File: src/rtl/acc_defs.svh
`ifndef ACC_DEFS_SVH
`define ACC_DEFS_SVH

// Data word on the DRAM port and the APB side
`define ACC_DAT_W 32

// DRAM word address, carried in command bits 16:1
`define ACC_ADDR_W 16

// Job length field, holds 1 to 16
`define ACC_LEN_W 5

// Local buffer depth, also the longest job
`define ACC_BUF_DEPTH 16

`endif
File: src/rtl/acc_pkg.sv
package acc_pkg;

    // Job sequencer states
    typedef enum logic [2:0] {
        ST_IDLE,
        ST_RD_REQ,
        ST_RD_DAT,
        ST_WR_REQ,
        ST_WR_DAT,
        ST_FIN
    } seq_state_e;

    // DRAM port phases, first four mirror the memory side
    typedef enum logic [2:0] {
        PH_IDLE,
        PH_CMD,
        PH_IN,
        PH_OUT,
        PH_END
    } port_phase_e;

    // Per-word transform applied on arrival
    typedef enum logic [1:0] {
        OP_PASS,
        OP_ADD,
        OP_XOR,
        OP_NEG
    } op_e;

endpackage

File: src/rtl/cfg_regs.sv
`timescale 1ns/1ps
`include "acc_defs.svh"

module cfg_regs (
    input  logic                   clk,
    input  logic                   rst_n,
    input  logic                   psel,
    input  logic                   penable,
    input  logic                   pwrite,
    input  logic [4:0]             paddr,
    input  logic [31:0]            pwdata,
    output logic [31:0]            prdata,
    output logic                   pready,
    output logic                   start,
    output logic [`ACC_ADDR_W-1:0] src,
    output logic [`ACC_ADDR_W-1:0] dst,
    output logic [`ACC_LEN_W-1:0]  len,
    output acc_pkg::op_e           op,
    output logic [`ACC_DAT_W-1:0]  arg,
    input  logic                   busy,
    input  logic                   fin
);

    // Register offsets
    localparam logic [4:0] A_CTRL   = 5'h00;
    localparam logic [4:0] A_SRC    = 5'h04;
    localparam logic [4:0] A_DST    = 5'h08;
    localparam logic [4:0] A_LEN    = 5'h0C;
    localparam logic [4:0] A_OP     = 5'h10;
    localparam logic [4:0] A_ARG    = 5'h14;
    localparam logic [4:0] A_STATUS = 5'h18;

    localparam logic [`ACC_LEN_W-1:0] LEN_MAX = `ACC_BUF_DEPTH;

    logic                  wr_en;
    logic                  done;
    logic [`ACC_LEN_W-1:0] len_wr;

    // ========================================
    // APB write decode
    // ========================================

    // No wait states
    assign pready = 1'b1;
    // Access phase of a write
    assign wr_en  = psel & penable & pwrite;

    // Length clamp into 1..16
    always_comb begin
        if (pwdata == 32'd0) begin
            len_wr = 1;
        end else if (pwdata > `ACC_BUF_DEPTH) begin
            len_wr = LEN_MAX;
        end else begin
            len_wr = pwdata[`ACC_LEN_W-1:0];
        end
    end

    // Single-cycle start, dropped while a job runs
    // Own pulse also blocks, busy rises one cycle later
    always_ff @(posedge clk or negedge rst_n) begin
        if (!rst_n) begin
            start <= 1'b0;
        end else begin
            start <= wr_en && (paddr == A_CTRL) && pwdata[0] && !busy && !start;
        end
    end

    // Job registers
    always_ff @(posedge clk or negedge rst_n) begin
        if (!rst_n) begin
            src <= '0;
            dst <= '0;
            len <= 1;
            op  <= acc_pkg::OP_PASS;
            arg <= '0;
        end else if (wr_en) begin
            case (paddr)
                A_SRC:   src <= pwdata[`ACC_ADDR_W-1:0];
                A_DST:   dst <= pwdata[`ACC_ADDR_W-1:0];
                A_LEN:   len <= len_wr;
                A_OP:    op  <= acc_pkg::op_e'(pwdata[1:0]);
                A_ARG:   arg <= pwdata;
                default: ;
            endcase
        end
    end

    // Sticky done, cleared by an accepted start
    always_ff @(posedge clk or negedge rst_n) begin
        if (!rst_n) begin
            done <= 1'b0;
        end else if (start) begin
            done <= 1'b0;
        end else if (fin) begin
            done <= 1'b1;
        end
    end

    // ========================================
    // APB read mux
    // ========================================
    always_comb begin
        prdata = '0;
        case (paddr)
            A_SRC:    prdata[`ACC_ADDR_W-1:0] = src;
            A_DST:    prdata[`ACC_ADDR_W-1:0] = dst;
            A_LEN:    prdata[`ACC_LEN_W-1:0]  = len;
            A_OP:     prdata[1:0]             = op;
            A_ARG:    prdata                  = arg;
            A_STATUS: prdata[1:0]             = {done, busy};
            // CTRL reads as zero
            default:  prdata                  = '0;
        endcase
    end

endmodule

File: config.mk
export PLATFORM = sky130hd
export DESIGN_NAME = cfg_regs
export DESIGN_NICKNAME = d
export VERILOG_FILES = /design/src/rtl/acc_pkg.sv /design/src/rtl/cfg_regs.sv
export VERILOG_INCLUDE_DIRS = /design/src /design/src/rtl
export SDC_FILE = /design/constraint.sdc
export NUM_CORES = 1
export LEC_CHECK = 0
export BUFFER_PORTS_ARGS = -buffer_cell sky130_fd_sc_hd__buf_4
export CORE_MARGIN = 8
export CORE_UTILIZATION = 45
export CTS_CLUSTER_DIAMETER = 200
export DETAILED_ROUTE_END_ITERATION = 10
export PLACE_DENSITY = 0.76
export SLEW_MARGIN = 30
export SYNTH_ARGS = -nofsm -noshare
export SYNTH_HDL_FRONTEND = slang
export SYNTH_SLANG_ARGS = --single-unit
File: constraint.sdc
create_clock -name clk -period 1.3 [get_ports clk]
set_input_delay 0.13 -clock clk [delete_from_list [all_inputs] [get_ports clk]]
set_output_delay 0.13 -clock clk [all_outputs]
set_load 0.02 [all_outputs]
# Word level (Yosys, flattened, before mapping)

Cells that the tools add are included.

Register bits after elaboration: 73
Bits in latches: 0
RAM bits: 0
Bits in read-only memories: 0
Input port bits: 44
Output and inout bits: 105
Word-level logic and storage cells: 38
Memories kept: 0

Add/subtract/negate cells: 0
$mul: 0
Div/mod/pow operators: 0
Order comparisons: 1
Equal/unequal tests: 6
Shifts and indexed selects: 0
Multiplexer cells: 8
Bitwise logic cells: 2
Reductions and logical operators: 14

Operator list:

| operator                                                               | count |
|---|---|
| 11-bit case mux with 3 select lines                                    | 1 |
| 32-bit by 5-bit > comparator with 1-bit output (second input constant) | 1 |
| 32-bit logical NOT                                                     | 1 |
| 16-bit 2-to-1 mux                                                      | 1 |
| 5-bit equality test (second input constant)                            | 3 |
| 2-bit case mux with 6 select lines                                     | 1 |
| 3-bit case mux with 4 select lines                                     | 1 |
| 5-bit by 4-bit equality test with 1-bit output (second input constant) | 2 |
| 5-bit 2-to-1 mux                                                       | 2 |
| 2-bit AND reduction                                                    | 5 |
| 5-bit by 3-bit equality test with 1-bit output (second input constant) | 1 |
| 5-bit logical NOT                                                      | 1 |
| 1-bit logical AND                                                      | 4 |
| 1-bit bitwise AND                                                      | 2 |
| 1-bit logical NOT                                                      | 2 |
| 1-bit 2-to-1 mux                                                       | 2 |
| 2-bit nonzero test                                                     | 1 |

# Depth between registers and ports, before layout

Depth in word-level cells: 6
Gate-level depth with buffers: 6
Gate-level depth less buffers: 4

# Worst setup path before layout

Ideal clock, no wire load.

Path kind: input to register
Start point: in paddr[4]
End point: reg src[0]
Library setup time: 0.125 ns
Data arrival time: 1.160 ns
Data required time: 1.175 ns
Setup slack: 0.015 ns
Stages: 6
Buffers on the path: 2
Cells stage by stage: nor3_2 -> and3b_1 -> buf_6 -> nand2_8 -> buf_12 -> mux2_4

Longest elaborated chain between the ends: 2

Ends and longest elaborated chain:

| what                                           | RTL line       | text |
|---|---|---|
| start: declaration                             | cfg_regs.sv:10 | `input logic [4:0] paddr,` |
| 5-bit by 3-bit equality test with 1-bit output | cfg_regs.sv:78 | `case (paddr)` |
| 2-bit AND reduction (no source line)           | --             |  |
| end signal: assignment                         | cfg_regs.sv:79 | `` A_SRC: src <= pwdata[`ACC_ADDR_W-1:0]; `` |
| end: declaration                               | cfg_regs.sv:15 | `` output logic [`ACC_ADDR_W-1:0] src, `` |

Every way passes these cells.
A chain may end at the register's enable or synchronous reset.

# Worst setup path after layout

Start point: reg done
End point: out prdata[1]

Longest elaborated chain between the ends: 1

Ends and longest elaborated chain:

| what                               | RTL line        | text |
|---|---|---|
| start: declaration                 | cfg_regs.sv:36  | `logic done;` |
| start signal: assignment           | cfg_regs.sv:92  | `done <= 1'b0;` |
| start signal: assignment           | cfg_regs.sv:94  | `done <= 1'b0;` |
| start signal: assignment           | cfg_regs.sv:96  | `done <= 1'b1;` |
| 2-bit case mux with 6 select lines | cfg_regs.sv:105 | `case (paddr)` |
| end: declaration                   | cfg_regs.sv:12  | `output logic [31:0] prdata,` |

Every way passes these cells.

==> out/results.txt <==
Status: finished, violations left
Failing checks: setup timing
Worst Skew: 0.00144 ns
Worst setup SP type: flop
Die width: 103 um
Peak supply drop: 0.000598 V
TritonCTS Buffers: 9
Root Driver: clkbuf_8
Mapped Nets: 295
Ys async rst share: 100%
Register area share after synthesis: 53.6%
Combinational share of power: 21.9%
CP max FO: 2
Clk_lat worst skew: 0.33 ns
Area Overhead vs Synth: 64.3%
Yosys warning count: 0
Hpwl dp: 7680 um
Fin. max-slew vios: 0
Final setup viols: 28
Die height: 103 um
Vias per cell: 5.39
Flop pwr share: 46.6%
Pwr Density: 989 nW/um^2
I/O pin count: 149
Number of global-route vias before repair: 3,120
WL/cell: 20.4 um
Max Fclk: 647 MHz
Total congestion overflow: 0
Number of flops mapped to enable cells by yosys: 0
ANT cells: 0
Worst EP required: 1.17 ns
Initial drt markers: 149
CTS H-tree lvls: 3
Cell taking the most area after synthesis: dfrtp_1
Top_reg_cell synth: dfrtp_1
Sw Ratio: 27.7%
Pre-CTS WS: -0.223 ns
Initial antenna violation count: 0
Post-route clock period utilization: 119%
Leak: 3.08 nW
Largest net degree at the start of global routing: 42
Synth area leaders: dfrtp_1, mux2_2, mux2_4
Rel. slew slack: 65.2%
Mean Syn Cell Area: 13.6 sq um
Psw: 0.00153 W
IO buf count: 147
Critical setup path kind: flop to output pin
Die footprint: 10,600 sq um
Fin nets: 505
First-pass GRT wire length: 16,200 um
Post-layout min period: 1.55 ns
Post-Route WL: 11,500 um
RSZ-0062 raised after global routing: yes
Final worst slack: -0.246 ns
HP Class: primary input to flop
Netlist cell types: 32
Area share of the largest cell type after synthesis: 52.9%
Hold Vio Cnt, Final: 0
Worst-Margin Slew: 0.518 ns
Final Wtd Congestion: 0.857
Antenna viol nets, final: 0
CTS sink cnt: 73
Row count: 31
Clock Power Share: 31.5%
Worst endpoint data arrival time: 1.42 ns
DRT Pass-1 Iters: 6
Int Pwr: 0.00401 W
Core area: 7290 sq um
Mapped Area: 3410 sq um
Synthesized netlist cell count: 251
Share of layout cells above drive strength 1: 65.9%
TritonCTS clock tree: done
CTS max path bufs: 2
Crit. End Element: output pin
DR DRC count: 0
Via count: 3,044
Gr usage total: 19.7%
Max_cap viols: 0
Starting density of the core: 46.7%
Yosys reg bits: 73
Hold Slack: 0.0136 ns
CTS clk-pin slew, worst paths: 0.08 ns
Tot Pwr: 0.00554 W
==> registers in the layout, indices dropped and copies added, names as in the netlist <==
| register | flops |
|---|---|
| src | 16 |
| dst | 16 |
| start | 1 |
| done | 1 |
| op | 2 |
| len | 5 |
| arg | 32 |
==> metrics by stage <==
stage / std cells / util [%] / setup TNS (ns) / cell area (sq um)
global route: 565 / 76.8 / -3.90 / 5600
finish: 565 / 76.8 / -2.36 / 5600
detailed placement: 509 / 65.5 / -12.89 / 4770
CTS: 551 / 72.3 / -1.74 / 5270
global placement: 509 / 65.5 / -8.70 / 4770
floorplan: 251 / - / 0 / 3410
==> final timing paths <==
kind / end / slack [ns] / depth (start not counted) / from
min: arg[16]$_DFFE_PN0P_ / 0.01 / 2 / pwdata[16]
min reg2reg: done$_DFFE_PN0P_ / 0.48 / 1 / start$_DFF_PN0_
min in group asynchronous: arg[6]$_DFFE_PN0P_ / 0.19 / 2 / rst_n
max in group asynchronous: len[0]$_DFFE_PN1P_ / 0.53 / 3 / rst_n
max reg2reg: dst[13]$_DFFE_PN0P_ / 0.27 / 3 / dst[13]$_DFFE_PN0P_
max: prdata[1] / -0.25 / 4 / done$_DFFE_PN0P_
==> cell usage after synthesis (4+ instances only) <==
cell type / number
o2bb2ai_1: 4
nand2_1: 10
buf_2: 6
a222oi_1: 13
mux2_2: 29
a22oi_1: 8
inv_1: 11
mux2_4: 20
nor2_1: 4
mux2_1: 20
and2_1: 16
dfrtp_1: 72
clkbuf_1: 4
nor4_1: 8
==> layer usage <==
metal  wire length (um)  global-route usage [%]
met4                159                    5.34
met3               1040                    5.94
met5                  0                       0
met1               4410                    23.5
met2               5920                    33.7
==> critical path, cell delays in order (launching register included) <==
cell,delay (ns)
dfrtp_1,0.41
mux2_4,0.27
a22oi_2,0.16
nand2_1,0.10
buf_6,0.15
==> cell usage in the layout, fill, tap and decap left out, drive strengths merged <==
cell           n
a222oi        13
a22oi          8
and2          16
and3           3
and3b          1
and4           3
and4b          1
buf          211
bufinv         1
clkbuf        12
clkinv         4
clkinvlp       1
conb           1
dfrtp         72
dfstp          1
dlygate4sd3    2
inv           11
mux2          69
nand2         13
nand2b         1
nand4          1
nor2           4
nor2b          1
nor3           3
nor4           8
o21ai          1
o2bb2ai        4
==> area by class of cell <==
cell class	instances	area (sq um)
repair buffers	215	1890
clock buffers	10	138
multi-input cells	151	1520
fillers	467	1690
inverters	11	41.3
clock inverters	6	57.6
flip-flops and latches	73	1830
well taps	99	124
==> power by group through the flow <==
| stage | logic, W | registers, W | clock network [W] |
|---|---|---|---|
| global route | 0.00129 | 0.00260 | 0.00187 |
| detailed placement | 0.00102 | 0.00264 | 0 |
| floorplan | 0.000237 | 0.00281 | 0 |
| finish | 0.00121 | 0.00258 | 0.00174 |
| global placement | 0.000996 | 0.00262 | 0 |
| CTS | 0.00115 | 0.00257 | 0.00178 |
==> kinds of logic (layout without fill, tap and decap cells) <==
| group | after synthesis | count (layout) | share of synthesized area, % |
|---|---|---|---|
| compound gates | 26 | 26 | 6.75 |
| simple gates | 55 | 55 | 10.1 |
| buf+inv | 27 | 242 | 4.44 |
| mux | 69 | 69 | 25.0 |
| flops | 73 | 73 | 53.6 |
| other cells | 1 | 1 | 0.110 |
==> what timing repair did <==
action	4_1_cts	5_1_grt
hold buffers	2	0
gates cloned	0	4
pin swaps	12	9
setup buffers	24	11
gates resized for setup	27	49
hold endpoints to repair	73	0
endpoints found under the setup margin	32	32
No activity file was read; power rests on OpenSTA's default activity.
