===== src/rtl/acc_defs.svh =====
`ifndef ACC_DEFS_SVH
`define ACC_DEFS_SVH

// Data word on the DRAM port and the APB side
`define ACC_DAT_W 32

// DRAM word address, carried in command bits 16:1
`define ACC_ADDR_W 16

// Job length field, holds 1 to 16
`define ACC_LEN_W 5

// Local buffer depth, also the longest job
`define ACC_BUF_DEPTH 16

`endif

===== src/rtl/acc_pkg.sv =====
package acc_pkg;

    // Job sequencer states
    typedef enum logic [2:0] {
        ST_IDLE,
        ST_RD_REQ,
        ST_RD_DAT,
        ST_WR_REQ,
        ST_WR_DAT,
        ST_FIN
    } seq_state_e;

    // DRAM port phases, first four mirror the memory side
    typedef enum logic [2:0] {
        PH_IDLE,
        PH_CMD,
        PH_IN,
        PH_OUT,
        PH_END
    } port_phase_e;

    // Per-word transform applied on arrival
    typedef enum logic [1:0] {
        OP_PASS,
        OP_ADD,
        OP_XOR,
        OP_NEG
    } op_e;

endpackage


===== src/rtl/xfer_if.sv =====
`timescale 1ns/1ps
`include "acc_defs.svh"

interface xfer_if;

    // Request side, held until req_done
    logic                   req;
    logic                   req_wr;
    logic [`ACC_ADDR_W-1:0] req_addr;
    logic [`ACC_LEN_W-1:0]  req_len;
    logic                   req_done;

    // Read beats toward the buffer
    logic                   rx_vld;
    logic [`ACC_DAT_W-1:0]  rx_dat;

    // Write beats from the buffer
    logic [`ACC_DAT_W-1:0]  tx_dat;
    logic                   tx_take;

    modport seq (
        output req, req_wr, req_addr, req_len, tx_dat,
        input  req_done, rx_vld, rx_dat, tx_take
    );

    modport port (
        input  req, req_wr, req_addr, req_len, tx_dat,
        output req_done, rx_vld, rx_dat, tx_take
    );

endinterface


===== src/rtl/xfer_seq.sv =====
`timescale 1ns/1ps
`include "acc_defs.svh"

module xfer_seq (
    input  logic                   clk,
    input  logic                   rst_n,
    input  logic                   start,
    input  logic [`ACC_ADDR_W-1:0] src,
    input  logic [`ACC_ADDR_W-1:0] dst,
    input  logic [`ACC_LEN_W-1:0]  len,
    input  acc_pkg::op_e           op,
    input  logic [`ACC_DAT_W-1:0]  arg,
    output logic                   busy,
    output logic                   fin,
    xfer_if.seq                    xfer
);

    localparam int PTR_W = $clog2(`ACC_BUF_DEPTH);

    acc_pkg::seq_state_e state;
    acc_pkg::seq_state_e state_nxt;

    // Job copy taken at start
    logic [`ACC_ADDR_W-1:0] src_q;
    logic [`ACC_ADDR_W-1:0] dst_q;
    logic [`ACC_LEN_W-1:0]  len_q;
    acc_pkg::op_e           op_q;
    logic [`ACC_DAT_W-1:0]  arg_q;

    logic [`ACC_DAT_W-1:0]  wbuf [`ACC_BUF_DEPTH];
    logic [PTR_W-1:0]       wr_ptr;
    logic [PTR_W-1:0]       rd_ptr;
    logic [`ACC_DAT_W-1:0]  xf_dat;
    logic                   wr_phase;

    // ========================================
    // FSM
    // ========================================
    always_comb begin
        state_nxt = state;
        case (state)
            acc_pkg::ST_IDLE:   if (start)         state_nxt = acc_pkg::ST_RD_REQ;
            // First word in marks the data phase
            acc_pkg::ST_RD_REQ: if (xfer.rx_vld)   state_nxt = acc_pkg::ST_RD_DAT;
            acc_pkg::ST_RD_DAT: if (xfer.req_done) state_nxt = acc_pkg::ST_WR_REQ;
            acc_pkg::ST_WR_REQ: if (xfer.tx_take)  state_nxt = acc_pkg::ST_WR_DAT;
            acc_pkg::ST_WR_DAT: if (xfer.req_done) state_nxt = acc_pkg::ST_FIN;
            acc_pkg::ST_FIN:    state_nxt = acc_pkg::ST_IDLE;
            default:            state_nxt = acc_pkg::ST_IDLE;
        endcase
    end

    // State and buffer pointers
    always_ff @(posedge clk or negedge rst_n) begin
        if (!rst_n) begin
            state  <= acc_pkg::ST_IDLE;
            wr_ptr <= '0;
            rd_ptr <= '0;
        end else begin
            state <= state_nxt;
            if (state == acc_pkg::ST_IDLE) begin
                wr_ptr <= '0;
                rd_ptr <= '0;
            end else begin
                if (xfer.rx_vld) wr_ptr <= wr_ptr + 1'b1;
                if (xfer.tx_take) rd_ptr <= rd_ptr + 1'b1;
            end
        end
    end

    // Latch the job so APB writes mid-job have no effect
    always_ff @(posedge clk) begin
        if (state == acc_pkg::ST_IDLE && start) begin
            src_q <= src;
            dst_q <= dst;
            len_q <= len;
            op_q  <= op;
            arg_q <= arg;
        end
    end

    // ========================================
    // Opcode unit and buffer
    // ========================================
    always_comb begin
        case (op_q)
            acc_pkg::OP_PASS: xf_dat = xfer.rx_dat;
            acc_pkg::OP_ADD:  xf_dat = xfer.rx_dat + arg_q;
            acc_pkg::OP_XOR:  xf_dat = xfer.rx_dat ^ arg_q;
            // Two's complement
            acc_pkg::OP_NEG:  xf_dat = ~xfer.rx_dat + 1'b1;
            default:          xf_dat = xfer.rx_dat;
        endcase
    end

    // Whole job lands here before any write, so overlap is safe
    always_ff @(posedge clk) begin
        if (xfer.rx_vld) begin
            wbuf[wr_ptr] <= xf_dat;
        end
    end

    // ========================================
    // Request side
    // ========================================
    assign wr_phase = (state == acc_pkg::ST_WR_REQ) || (state == acc_pkg::ST_WR_DAT);

    assign xfer.req      = (state == acc_pkg::ST_RD_REQ) || (state == acc_pkg::ST_RD_DAT) ||
                           wr_phase;
    assign xfer.req_wr   = wr_phase;
    assign xfer.req_addr = wr_phase ? dst_q : src_q;
    assign xfer.req_len  = len_q;
    // Next word to go out, advances on tx_take
    assign xfer.tx_dat   = wbuf[rd_ptr];

    assign busy = (state != acc_pkg::ST_IDLE);
    assign fin  = (state == acc_pkg::ST_FIN);

endmodule


===== src/flat_wrapper.sv =====
// flat-port wrapper written by rule: the top's interface ports become plain ports
module xfer_seq_flat 
  (clk, rst_n, start, src, dst, len, op, arg, busy, fin, xfer_req, xfer_req_wr, xfer_req_addr, xfer_req_len, xfer_tx_dat, xfer_req_done, xfer_rx_vld, xfer_rx_dat, xfer_tx_take);
  xfer_if xfer_i ();
  input  logic clk;
  input  logic rst_n;
  input  logic start;
  input  logic [`ACC_ADDR_W-1:0] src;
  input  logic [`ACC_ADDR_W-1:0] dst;
  input  logic [`ACC_LEN_W-1:0] len;
  input  acc_pkg::op_e op;
  input  logic [`ACC_DAT_W-1:0] arg;
  output logic busy;
  output logic fin;
  output wire logic [$bits(xfer_i.req)-1:0] xfer_req;
  output wire logic [$bits(xfer_i.req_wr)-1:0] xfer_req_wr;
  output wire logic [$bits(xfer_i.req_addr)-1:0] xfer_req_addr;
  output wire logic [$bits(xfer_i.req_len)-1:0] xfer_req_len;
  output wire logic [$bits(xfer_i.tx_dat)-1:0] xfer_tx_dat;
  input wire logic [$bits(xfer_i.req_done)-1:0] xfer_req_done;
  input wire logic [$bits(xfer_i.rx_vld)-1:0] xfer_rx_vld;
  input wire logic [$bits(xfer_i.rx_dat)-1:0] xfer_rx_dat;
  input wire logic [$bits(xfer_i.tx_take)-1:0] xfer_tx_take;
  assign xfer_req = xfer_i.req;
  assign xfer_req_wr = xfer_i.req_wr;
  assign xfer_req_addr = xfer_i.req_addr;
  assign xfer_req_len = xfer_i.req_len;
  assign xfer_tx_dat = xfer_i.tx_dat;
  assign xfer_i.req_done = xfer_req_done;
  assign xfer_i.rx_vld = xfer_rx_vld;
  assign xfer_i.rx_dat = xfer_rx_dat;
  assign xfer_i.tx_take = xfer_tx_take;
  xfer_seq u_core (.clk(clk), .rst_n(rst_n), .start(start), .src(src), .dst(dst), .len(len), .op(op), .arg(arg), .busy(busy), .fin(fin), .xfer(xfer_i));
endmodule

===== config.mk =====
export PLATFORM = sky130hd
export DESIGN_NAME = xfer_seq_flat
export DESIGN_NICKNAME = d
export VERILOG_FILES = /design/src/rtl/acc_pkg.sv /design/src/rtl/xfer_if.sv /design/src/rtl/xfer_seq.sv /design/src/flat_wrapper.sv
export VERILOG_INCLUDE_DIRS = /design/src /design/src/rtl
export SDC_FILE = /design/constraint.sdc
export NUM_CORES = 1
export LEC_CHECK = 0
export BUFFER_PORTS_ARGS = -buffer_cell sky130_fd_sc_hd__buf_2
export CAP_MARGIN = 0
export CORE_MARGIN = 2
export CORE_UTILIZATION = 35
export DETAILED_ROUTE_END_ITERATION = 12
export GPL_TIMING_DRIVEN = 0
export SYNTH_ARGS = -nofsm -noshare
export SYNTH_HDL_FRONTEND = slang
export SYNTH_SLANG_ARGS = --single-unit

===== constraint.sdc =====
create_clock -name clk -period 4.9 [get_ports clk]
set_input_delay 0.98 -clock clk [delete_from_list [all_inputs] [get_ports clk]]
set_output_delay 0.98 -clock clk [all_outputs]
set_load 0.005 [all_outputs]

Word level (Yosys, flattened, before mapping)

Memories as Yosys holds them, arrays and structs flattened.
Cells that the tools add are included.

Input port bits: 109
Output and inout bits: 57
Register bits after elaboration: 82
Memory bits (writable): 512
Memories: 1
Word-level logic and storage cells: 52

Mux-type cells: 14
Reductions and logical operators: 10
Equal/unequal tests: 13
Bitwise gates (word level): 2
Add/sub/neg operators: 4

Memories:

| memory      | words | width | read ports | clocked after memory_dff | wr ports | line           | RTL |
|---|---|---|---|---|---|---|---|
| u_core.wbuf | 16    | 32    | 1          | 0                        | 1        | xfer_seq.sv:30 | `` logic [`ACC_DAT_W-1:0] wbuf [`ACC_BUF_DEPTH]; `` |

Operators with widths:

| cell                                                            | count |
|---|---|
| 32-bit one-hot mux with 4 select lines                          | 1 |
| 32-bit by 1-bit adder with 32-bit output, second input constant | 1 |
| 32-bit adder                                                    | 1 |
| 32-bit NOT                                                      | 1 |
| 32-bit bitwise XOR                                              | 1 |
| 16-bit two-way mux                                              | 1 |
| 4-bit two-way mux                                               | 4 |
| 3-bit two-way mux                                               | 5 |
| 3-bit one-hot mux with 5 select lines                           | 1 |
| 2-bit inequality test, second input constant                    | 5 |
| 4-bit by 1-bit adder with 4-bit output, second input constant   | 2 |
| 3-bit by 2-bit == test with 1-bit output, second input constant | 2 |
| 3-bit == test, second input constant                            | 2 |
| 5-bit AND reduction                                             | 1 |
| 2-bit == test, second input constant                            | 2 |
| 2-bit nonzero test                                              | 2 |
| 3-bit by 1-bit == test with 1-bit output, second input constant | 1 |
| 3-bit logical NOT                                               | 1 |
| 1-bit logical OR                                                | 3 |
| 3-bit nonzero test                                              | 1 |
| 2-bit by 1-bit == test with 1-bit output, second input constant | 1 |
| 2-bit logical NOT                                               | 1 |
| 1-bit two-way mux                                               | 2 |
| 1-bit logical AND                                               | 1 |

Longest topological paths before layout

Gate-level depths: netlist of the first run.

Depth after elaboration: 3
Depth in mapped cells: 12
Gate-level depth less buffers: 12

Least setup slack after synthesis of the first run

No wires, ideal clock.

Kind: register to register
Start point: register u_core.state[1]
End point: register u_core.arg_q[0] (enable)
Period minus slack after synthesis: 4.772 ns
Data required time: 4.399 ns
Stages on the path, launching flop included: 5
Library setup time: 0.501 ns
Arrival: 4.271 ns
Buffers on the path: 1
Setup slack: 0.128 ns
Cell sequence: dfrtp_1 > clkbuf_1 > nor3_1 > inv_1 > nor2_1

Cells in the longest elaborated chain, start to end: 2

Ends and longest elaborated chain:

| element                  | line           | RTL |
|---|---|---|
| start: declaration       | xfer_seq.sv:20 | `acc_pkg::seq_state_e state;` |
| start signal: assignment | xfer_seq.sv:56 | `state <= acc_pkg::ST_IDLE;` |
| start signal: assignment | xfer_seq.sv:60 | `state <= state_nxt;` |
| 3-bit logical NOT        | xfer_seq.sv:73 | `if (state == acc_pkg::ST_IDLE && start) begin` |
| 1-bit logical AND        | xfer_seq.sv:73 |  |
| end signal: assignment   | xfer_seq.sv:78 | `arg_q <= arg;` |
| end: declaration         | xfer_seq.sv:28 | `` logic [`ACC_DAT_W-1:0] arg_q; `` |

No other way between the ends.
A chain may end at the register's enable or synchronous reset.

Final worst setup path of the first run

Start point: register u_core.rd_ptr[0]
End point: output xfer_tx_dat[31]

Cells in the longest elaborated chain, start to end: 1

Ends and longest elaborated chain:

| element                  | line               | RTL |
|---|---|---|
| start: declaration       | xfer_seq.sv:32     | `logic [PTR_W-1:0] rd_ptr;` |
| start signal: assignment | xfer_seq.sv:66     | `if (xfer.tx_take) rd_ptr <= rd_ptr + 1'b1;` |
| memory 16 x 32 bit       | -                  |  |
| end: declaration         | flat_wrapper.sv:19 | `output wire logic [$bits(xfer_i.tx_dat)-1:0] xfer_tx_dat;` |

No other way between the ends.

==> results.json, run 1 <==
{
  "run_status": "finished, final reports clean",
  "p_seq_frac": 0.424,
  "ys_types": 59,
  "mostFrequentLayoutCells": "edfxtp_1 (583), mux4_2 (178), buf_2 (162), clkbuf_1 (59), clkbuf_16 (59)",
  "hold_slack_ns": 0.2207,
  "slew_headroom": 0.2118,
  "synthCells": 1292,
  "cts_max_path_buffers": 3,
  "insertion_delay_ns": 0.63,
  "num_vias": 13420,
  "synth_top_area_frac": 0.6970,
  "worstMarginPinSlew_ns": 1.182,
  "syn_area_um2": 25120,
  "area_growth_pct": 17.77,
  "drt-pass1-iter-count": 5,
  "crit_path_end_kind": "output port",
  "cp-start-kind": "flip-flop",
  "rrSetupSlack_ns": 0.59,
  "rsz0062_at_grt": "no",
  "synth_edf_count": 583,
  "nNetsFinal": 1684,
  "grt_pass1_vias": 13840,
  "core_area_um2": 71240,
  "crit_family": "buffers and inverters",
  "syn_avg_cell_area_um2": 19.44,
  "post-route-util": 0.4153,
  "critPathKind": "reg2out",
  "ant_nets": 0,
  "p_comb_frac": 0.294,
  "p_clk_frac": 0.282,
  "postCtsSetupRepairBufs": 0,
  "power.internal_mw": 11.09,
  "ys_ff_latch": 594,
  "setup_viol": 0,
  "finalCritPeriodShare": 0.9670,
  "max_freq_ghz": 0.2110,
  "yosysWarnings": 0,
  "dp_hpwl_um": 40390,
  "grt_use_total": 0.1661,
  "worstPathMaxFanout": 10,
  "cp_slowest_cell": "clkdlybuf4s15_2",
  "min_period_ns": 4.738,
  "drc": 0,
  "clkTransAtPathRegs_ns": 0.06,
  "hold_class": "in2async",
  "cts_tree": "yes",
  "arrival_ns": 3.76,
  "ys_seq_area_frac": 0.7079,
  "die_area_um2": 73930,
  "slowest_delay_ns": 0.63,
  "yosysTopAreaCell": "edfxtp_1",
  "ir_drop_mv": 0.2988,
  "post_cts_resized": 20,
  "die_w_um": 271.9,
  "layout-drive-gt1-share": 0.3184,
  "finalHoldViolCount": 0,
  "cts_buffers": 59,
  "post_dp_cell_area_um2": 27600,
  "path_buf_inv": 4,
  "syn-num-nets": 1439,
  "drv_cap": 0,
  "grt_pass1_wl_um": 90410,
  "grt_max_degree": 37,
  "synth-main-ff-cell": "edfxtp_1",
  "clock_sinks": 594,
  "gp_congestion": 0.8688,
  "ctsHoldBuffers": 0,
  "switching_share": 0.2937,
  "io_buffers": 162,
  "rows": 98,
  "cts_max_level": 2,
  "fillers": 6247,
  "wl_per_cell_um": 24.13,
  "totalWireLength_um": 61220,
  "ys_async_sr_fraction": 0.01852,
  "final_cell_area_um2": 29580,
  "final_common_cell": "edfxtp_1",
  "root_buffer": "clkbuf_16",
  "io_pins": 166,
  "die_y_um": 271.9,
  "synth_area_leaders": "edfxtp_1 (70%), mux4_2 (16%), ha_1 (1.8%), dfrtp_1 (1.1%), xnor2_1 (1.0%)",
  "p_per_area_nw_per_um2": 530.6,
  "slew_viol_final": 0,
  "antenna_found_initial": 0,
  "cp_cell_sequence": "clkbuf_1 -> clkbuf_1 -> clkdlybuf4s15_2 -> mux4_2 -> mux4_2 -> buf_2",
  "p_leak_nw": 9.605,
  "critPathRequiredTime_ns": 3.92,
  "grt_overflow": 0,
  "p_switching_mw": 4.610,
  "clock_skew_ns": 0.01911,
  "start_util": 0.3526,
  "routed_via_density": 5.290,
  "initialDrtViolationCount": 1344
}
[sequential cells by signal (all words and copies together) (netlist names), 3 cells and up]
register,count
u_core.src_q,16
u_core.wbuf,512
u_core.dst_q,16
u_core.wr_ptr,4
u_core.rd_ptr,4
u_core.arg_q,32
u_core.state,3
u_core.xfer.req_len,5
[per-layer routing]
layer	routed length [um]	up-vias	global-route usage
li1	-	5856	-
met1	26370	7083	0.2288
met2	30180	405	0.2757
met3	3388	77	0.02786
met4	1280	0	0.04164
met5	0	-	0
[stage by stage]
| step | power, mW | instances | setup WS (ns) | TNS (ns) |
|---|---|---|---|---|
| 2_1_floorplan | 9.631 | 1292 | 0.1281 | 0 |
| 3_3_place_gp | 11.24 | 2404 | -1.274 | -103.88 |
| 3_5_place_dp | 11.43 | 2426 | -0.01957 | -0.3075 |
| 4_1_cts | 15.89 | 2536 | 0.08377 | 0 |
| 5_1_grt | 16.41 | 2536 | 0.01669 | 0 |
| 6_report | 15.70 | 2537 | 0.1616 | 0 |
[cell families (layout without fill, tap and decap cells)]
| logic type | after synthesis | in the layout | synth area share |
|---|---|---|---|
| xor+xnor | 48 | 48 | 0.01674 |
| buf+inv | 84 | 378 | 0.01255 |
| simple gates | 185 | 185 | 0.03835 |
| mux | 197 | 197 | 0.1680 |
| compound gates | 146 | 146 | 0.03721 |
| fa+ha+maj | 38 | 38 | 0.01923 |
| flops | 594 | 594 | 0.7079 |
| other cells | 0 | 1 | 0 |
[synth_stat cells, types with 7 or more instances]
cell type,count
a211oi_1,7
a21o_1,14
a21oi_1,43
and2_1,22
buf_1,16
clkbuf_1,44
dfrtp_1,11
edfxtp_1,583
ha_1,37
inv_1,24
mux2_2,17
mux4_2,178
nand2_1,37
nand3_1,13
nor2_1,47
nor3_1,17
o21a_1,7
o21ai_0,29
xnor2_1,29
xor2_1,19
[final timing paths]
| check | startpoint | endpoint | cells past startpoint |
|---|---|---|---|
| setup / recovery | u_core.rd_ptr[0] | xfer_tx_dat[31] | 6 |
| hold / removal | rst_n | u_core.rd_ptr[0] | 1 |
| setup reg to reg | u_core.arg_q[7] | u_core.wbuf[9][28] | 10 |
| hold reg to reg | u_core.state[2] | u_core.state[1] | 1 |
| max in group asynchronous | rst_n | u_core.wr_ptr[0] | 1 |
| min in group clk | arg[31] | u_core.arg_q[31] | 1 |
[layout make-up]
| class | count | area [um2] | share of cell area |
|---|---|---|---|
| Sequential cell | 594 | 17780 | 0.6011 |
| Antenna cell | 1 | 2.502 | 0.00008459 |
| Clock inverter | 36 | 362.8 | 0.01227 |
| Inverter | 24 | 90.09 | 0.003045 |
| Buffer | 60 | 300.3 | 0.01015 |
| Clock buffer | 74 | 1533 | 0.05181 |
| Tap cell | 950 | 1189 | 0.04018 |
| Multi-Input combinational cell | 614 | 7086 | 0.2395 |
| Timing Repair Buffer | 184 | 1239 | 0.04187 |
[power by group through the flow]
stage,sequential [mW],combinational (mW),clock (mW)
3_5_place_dp,6.77,4.66,0
2_1_floorplan,6.73,2.90,0
3_3_place_gp,6.79,4.45,0
4_1_cts,6.66,4.71,4.51
5_1_grt,6.70,5.00,4.70
6_report,6.66,4.61,4.43
[worst register-to-register path: cells and delay by family, from the launching register on]
family	cells	cell delay, ns
AND/OR/NAND/NOR	1	0.59
flip-flops	1	0.36
buffers and inverters	1	0.10
adder cells (fa/ha/maj)	1	0.38
XOR/XNOR	1	0.15
AO/OA/AOI/OAI	6	2.34
(Power assumes the default switching activity.)
==> inputs of run 2 (changes only) <==
CORE_MARGIN = 5   (was 2)
==> run 2 against run 1 <==
Via count rose by 0.72%. Non-clock buffer count rose by 3. Global-route usage fell by 0.67 points. Clock power barely moved. Power barely moved. Cell area barely moved. Cell count rose by 0.32%. Die area rose by 4.5%. Sequential cell count did not move.
==> results.json, run 2 (same netlist as run 1, synthesis figures left out) <==
{
  "grt_use_total": 0.1594,
  "slew_headroom": 0.1693,
  "insertion_delay_ns": 0.63,
  "final_cell_area_um2": 29590,
  "p_leak_nw": 9.624,
  "dp_hpwl_um": 41260,
  "drc": 0,
  "antenna_found_initial": 1,
  "finalCritPeriodShare": 0.9389,
  "ctsHoldBuffers": 0,
  "rrSetupSlack_ns": 1.08,
  "regMostFlops": "u_core.wbuf",
  "die_area_um2": 77230,
  "io_buffers": 162,
  "worstMarginPinSlew_ns": 1.242,
  "slew_viol_final": 0,
  "ir_drop_mv": 0.2834,
  "critPathRequiredTime_ns": 3.92,
  "cts_buffers": 60,
  "arrival_ns": 3.62,
  "clkTransAtPathRegs_ns": 0.06,
  "largest_reg_flops": 512,
  "start_util": 0.3520,
  "nNetsFinal": 1688,
  "initialDrtViolationCount": 1329,
  "cts_tree": "yes",
  "drv_cap": 0,
  "max_freq_ghz": 0.2174,
  "finalHoldViolCount": 0,
  "hold_class": "in2async",
  "rows": 98,
  "setup_viol": 0,
  "root_buffer": "clkbuf_16",
  "p_per_area_nw_per_um2": 530.2,
  "r2r_cells": 10,
  "run_status": "finished, final reports clean",
  "die_w_um": 277.9,
  "clock_skew_ns": 0.02395,
  "grt_overflow": 0,
  "grt_pass1_vias": 14000,
  "drt-pass1-iter-count": 5,
  "io_pins": 166,
  "cp-start-kind": "flip-flop",
  "min_period_ns": 4.601,
  "totalWireLength_um": 62530,
  "cts_max_path_buffers": 3,
  "wl_per_cell_um": 24.57,
  "gp_congestion": 0.8870,
  "core_area_um2": 71360,
  "worstPathMaxFanout": 10,
  "dpl.cell_count": 2426,
  "layout-drive-gt1-share": 0.3208,
  "clock_sinks": 594,
  "post_dp_cell_area_um2": 27590,
  "area_growth_pct": 17.79,
  "routed_via_density": 5.311,
  "hold_slack_ns": 0.2584,
  "crit_path_end_kind": "output port",
  "grt_pass1_wl_um": 92540,
  "num_vias": 13520,
  "grt_max_degree": 37,
  "r2r_end": "u_core.wbuf[2][31]",
  "finalNonFillerCells": 2545,
  "mostFrequentLayoutCells": "edfxtp_1 (583), mux4_2 (178), buf_2 (163), clkbuf_16 (61), clkbuf_1 (54)",
  "postCtsSetupRepairBufs": 0,
  "layout_top_registers": "u_core.wbuf (512), u_core.arg_q (32)",
  "die_y_um": 277.9,
  "critPathKind": "reg2out",
  "r2r-start": "u_core.arg_q[3]",
  "final_common_cell": "edfxtp_1",
  "fillers": 6330,
  "cts_max_level": 2,
  "ant_nets": 0,
  "rsz0062_at_grt": "no"
}
[run 2: what timing repair did]
| action | 4_1_cts | 5_1_grt |
|---|---|---|
| gates resized for setup | 12 | 8 |
| endpoints found under the setup margin | 20 | 32 |
| gates cloned | 0 | 0 |
| pin swaps | 0 | 0 |
[run 2: worst max path at each step]
stage	start	end	slack, ns	cells after the start
4_1_cts	u_core.rd_ptr[0]	xfer_tx_dat[29]	0.003	6
6_report	u_core.rd_ptr[0]	xfer_tx_dat[29]	0.30	6
5_1_grt	u_core.rd_ptr[0]	xfer_tx_dat[31]	0.14	6
3_5_place_dp	xfer_rx_dat[0]	u_core.wbuf[8][28]	-0.51	13
3_3_place_gp	u_core.state[1]	u_core.arg_q[0]	-1.63	4
2_1_floorplan	u_core.state[1]	u_core.arg_q[0]	0.13	4
[run 2: cell type report]
type	instances	area (um2)	area share
clock buffer	71	1564	0.05286
antenna	2	5.005	0.0001692
sequential	594	17780	0.6010
tap	950	1189	0.04017
buffer	60	269.0	0.009092
inverter	24	90.09	0.003045
timing repair buffer	187	1261	0.04263
clock inverter	43	339.1	0.01146
multi-input combinational	614	7088	0.2396
[run 2: power breakdown]
part / switching [mW] / internal [mW] / total, mW
clock network: 1.91 / 2.49 / 4.40
logic: 2.62 / 2.01 / 4.63
registers: 0.126 / 6.53 / 6.65
[run 2: routing by layer]
layer | vias to the layer above | global-route usage | share of wire
li1 | 5867 | - | -
met1 | 7085 | 0.2167 | 0.42
met2 | 469 | 0.2742 | 0.51
met3 | 96 | 0.02550 | 0.058
met4 | 0 | 0.03335 | 0.018
met5 | - | 0 | 0
[run 2: critical path, stage by stage, from the launching register on]
cell and delay [ns]:
dfrtp_1 0.35, clkbuf_1 0.23, clkbuf_1 0.48, clkdlybuf4s15_2 0.63, mux4_2 0.58, mux4_2 0.57
buf_2 0.17
[run 2: metrics by stage]
stage	setup TNS [ns]	setup slack (ns)	util	total power, mW
after CTS	0	0.002874	0.4140	15.86
after global routing	0	0.1378	0.4146	16.41
final	0	0.2994	0.4146	15.69
after global placement	-123.08	-1.633	0.3800	11.26
after detailed placement	-12.35	-0.5138	0.3866	11.44
after floorplan	0	0.1281	-	9.631
==> inputs of run 3 (changes only) <==
SETUP_SLACK_MARGIN = 0.3   (was default)
==> run 3 against run 2 <==
Combinational power shrank 1%. Cell area shrank 0.20%. Via count shrank 1.6%. First-iteration DRC count shrank 5.9%. Power is essentially flat. Utilization shrank 0.084 points. Routed wire length shrank 0.84%. Sequential power is essentially flat. Critical path depth shrank 1. Worst setup slack gained 0.22 ns. Sequential cell count is the same.
==> results.json, run 3 (same netlist as run 1, synthesis figures left out) <==
{
  "grt_overflow": 0,
  "core_area_um2": 71360,
  "p_total_mw": 15.69,
  "critPathKind": "reg2out",
  "slowest_delay_ns": 0.86,
  "area_growth_pct": 17.55,
  "antenna_found_initial": 1,
  "io_buffers": 162,
  "routed_via_density": 5.248,
  "cp_cell_sequence": "clkbuf_1 -> clkdlybuf4s15_1 -> mux4_2 -> mux4_2 -> buf_2",
  "largest_reg_flops": 512,
  "cts_max_path_buffers": 3,
  "worstPathMaxFanout": 10,
  "crit_family": "buffers and inverters",
  "ctsHoldBuffers": 0,
  "start_util": 0.3520,
  "dp_hpwl_um": 41170,
  "rsz0062_at_grt": "no",
  "power.internal_mw": 11.06,
  "clock_skew_ns": 0.01635,
  "p_comb_frac": 0.291,
  "layout_top_registers": "u_core.wbuf (512), u_core.arg_q (32)",
  "ant_nets": 0,
  "p_clk_frac": 0.284,
  "switching_share": 0.2952,
  "cts_tree": "yes",
  "hold_class": "in2async",
  "initialDrtViolationCount": 1251,
  "grt_pass1_wl_um": 91070,
  "arrival_ns": 3.40,
  "grt_max_degree": 37,
  "max_freq_ghz": 0.2283,
  "min_period_ns": 4.380,
  "critPathRequiredTime_ns": 3.92,
  "path_buf_inv": 3,
  "die_area_um2": 77230,
  "cp_slowest_cell": "clkdlybuf4s15_1",
  "cp-start-kind": "flip-flop",
  "cpMostUsedCell": "mux4_2",
  "run_status": "finished, final reports clean",
  "totalWireLength_um": 62010,
  "crit_path_end_kind": "output port",
  "gp_congestion": 0.8382,
  "finalCritPeriodShare": 0.8939,
  "num_vias": 13300,
  "die_y_um": 277.9,
  "slew_headroom": 0.2074,
  "final_cell_area_um2": 29530,
  "root_buffer": "clkbuf_16",
  "setup_viol": 0,
  "p_leak_nw": 9.586,
  "p_seq_frac": 0.425,
  "hold_slack_ns": 0.2338,
  "worstMarginPinSlew_ns": 1.185,
  "rows": 98,
  "clock_sinks": 594,
  "grt_pass1_vias": 13770,
  "drt-pass1-iter-count": 5,
  "clkTransAtPathRegs_ns": 0.06,
  "slew_viol_final": 0,
  "postCtsSetupRepairBufs": 0,
  "p_switching_mw": 4.632,
  "drc": 0,
  "post_dp_cell_area_um2": 27550,
  "grt_use_total": 0.1570,
  "die_w_um": 277.9,
  "antennaDiodeCount": 0,
  "wl_per_cell_um": 24.46,
  "cts_max_level": 2,
  "p_per_area_nw_per_um2": 531.4,
  "nNetsFinal": 1685,
  "mostFrequentLayoutCells": "edfxtp_1 (583), mux4_2 (178), buf_2 (170), clkbuf_1 (61), clkbuf_16 (60)",
  "io_pins": 166,
  "finalHoldViolCount": 0,
  "final_common_cell": "edfxtp_1",
  "layout-drive-gt1-share": 0.3192,
  "regMostFlops": "u_core.wbuf",
  "insertion_delay_ns": 0.63,
  "cts_buffers": 60,
  "drv_cap": 0,
  "ir_drop_mv": 0.3380
}
-- run 3: changes by cell type in the layout (fill, tap and decap cells not counted), sizes merged, moves of 2 or more --
| cell | previous run | this run |
|---|---|---|
| inv | 25 | 27 |
| diode | 2 | 0 |
| clkinv | 36 | 20 |
| clkdlybuf4s18 | 0 | 2 |
| clkdlybuf4s15 | 5 | 1 |
| buf | 192 | 197 |
-- run 3: layout make-up --
class,count,area [um2]
fillers,6358,41840
flip-flops and latches,594,17780
multi-input cells,614,7094
clock buffers,78,1569
repair buffers,184,1196
well taps,950,1189
clock inverters,31,351.6
plain buffers,60,255.2
inverters,24,90.09
-- run 3: power by group through the flow --
stage	Clock [mW]	Sequential [mW]	Combinational [mW]
floorplan	0	6.73	2.90
global placement	0	6.78	4.46
detailed placement	0	6.77	4.65
CTS	4.55	6.67	4.68
global route	4.78	6.70	4.96
finish	4.46	6.66	4.57
-- run 3: stage by stage --
stage / cells / util / TNS, ns / setup slack, ns
5_1_grt: 2535 / 0.4138 / 0 / 0.3042
3_5_place_dp: 2426 / 0.3861 / -0.1236 / -0.007964
2_1_floorplan: 1292 / - / 0 / 0.9628
6_report: 2535 / 0.4138 / 0 / 0.5197
3_3_place_gp: 2404 / 0.3800 / -17.48 / -0.4775
4_1_cts: 2535 / 0.4135 / 0 / 0.3044
-- run 3: final timing paths --
path,from,end,slack [ns],cells past startpoint
worst max-delay path,u_core.rd_ptr[0],xfer_tx_dat[27],0.52,5
worst min-delay path,rst_n,u_core.wr_ptr[0],0.23,1
worst max register to register,u_core.arg_q[0],u_core.wbuf[2][26],0.70,12
worst min register to register,u_core.state[2],u_core.state[1],0.55,1
max in group asynchronous,rst_n,u_core.rd_ptr[2],4.43,1
min in group clk,arg[6],u_core.arg_q[6],0.52,1
-- run 3: timing repair --
| item | in CTS | in global routing |
|---|---|---|
| hold endpoints to repair | 0 | 0 |
| resized for setup | 34 | 7 |
| setup endpoints to repair | 32 | 29 |
-- run 3: per-layer routing --
metal,wire (um),up-vias,part of all wire,global-route usage
met2,31510,430,0.51,0.2745
met1,25860,6974,0.42,0.2118
met5,0,-,0,0
met3,3712,69,0.060,0.02281
met4,926,0,0.015,0.03081
li1,-,5830,-,-
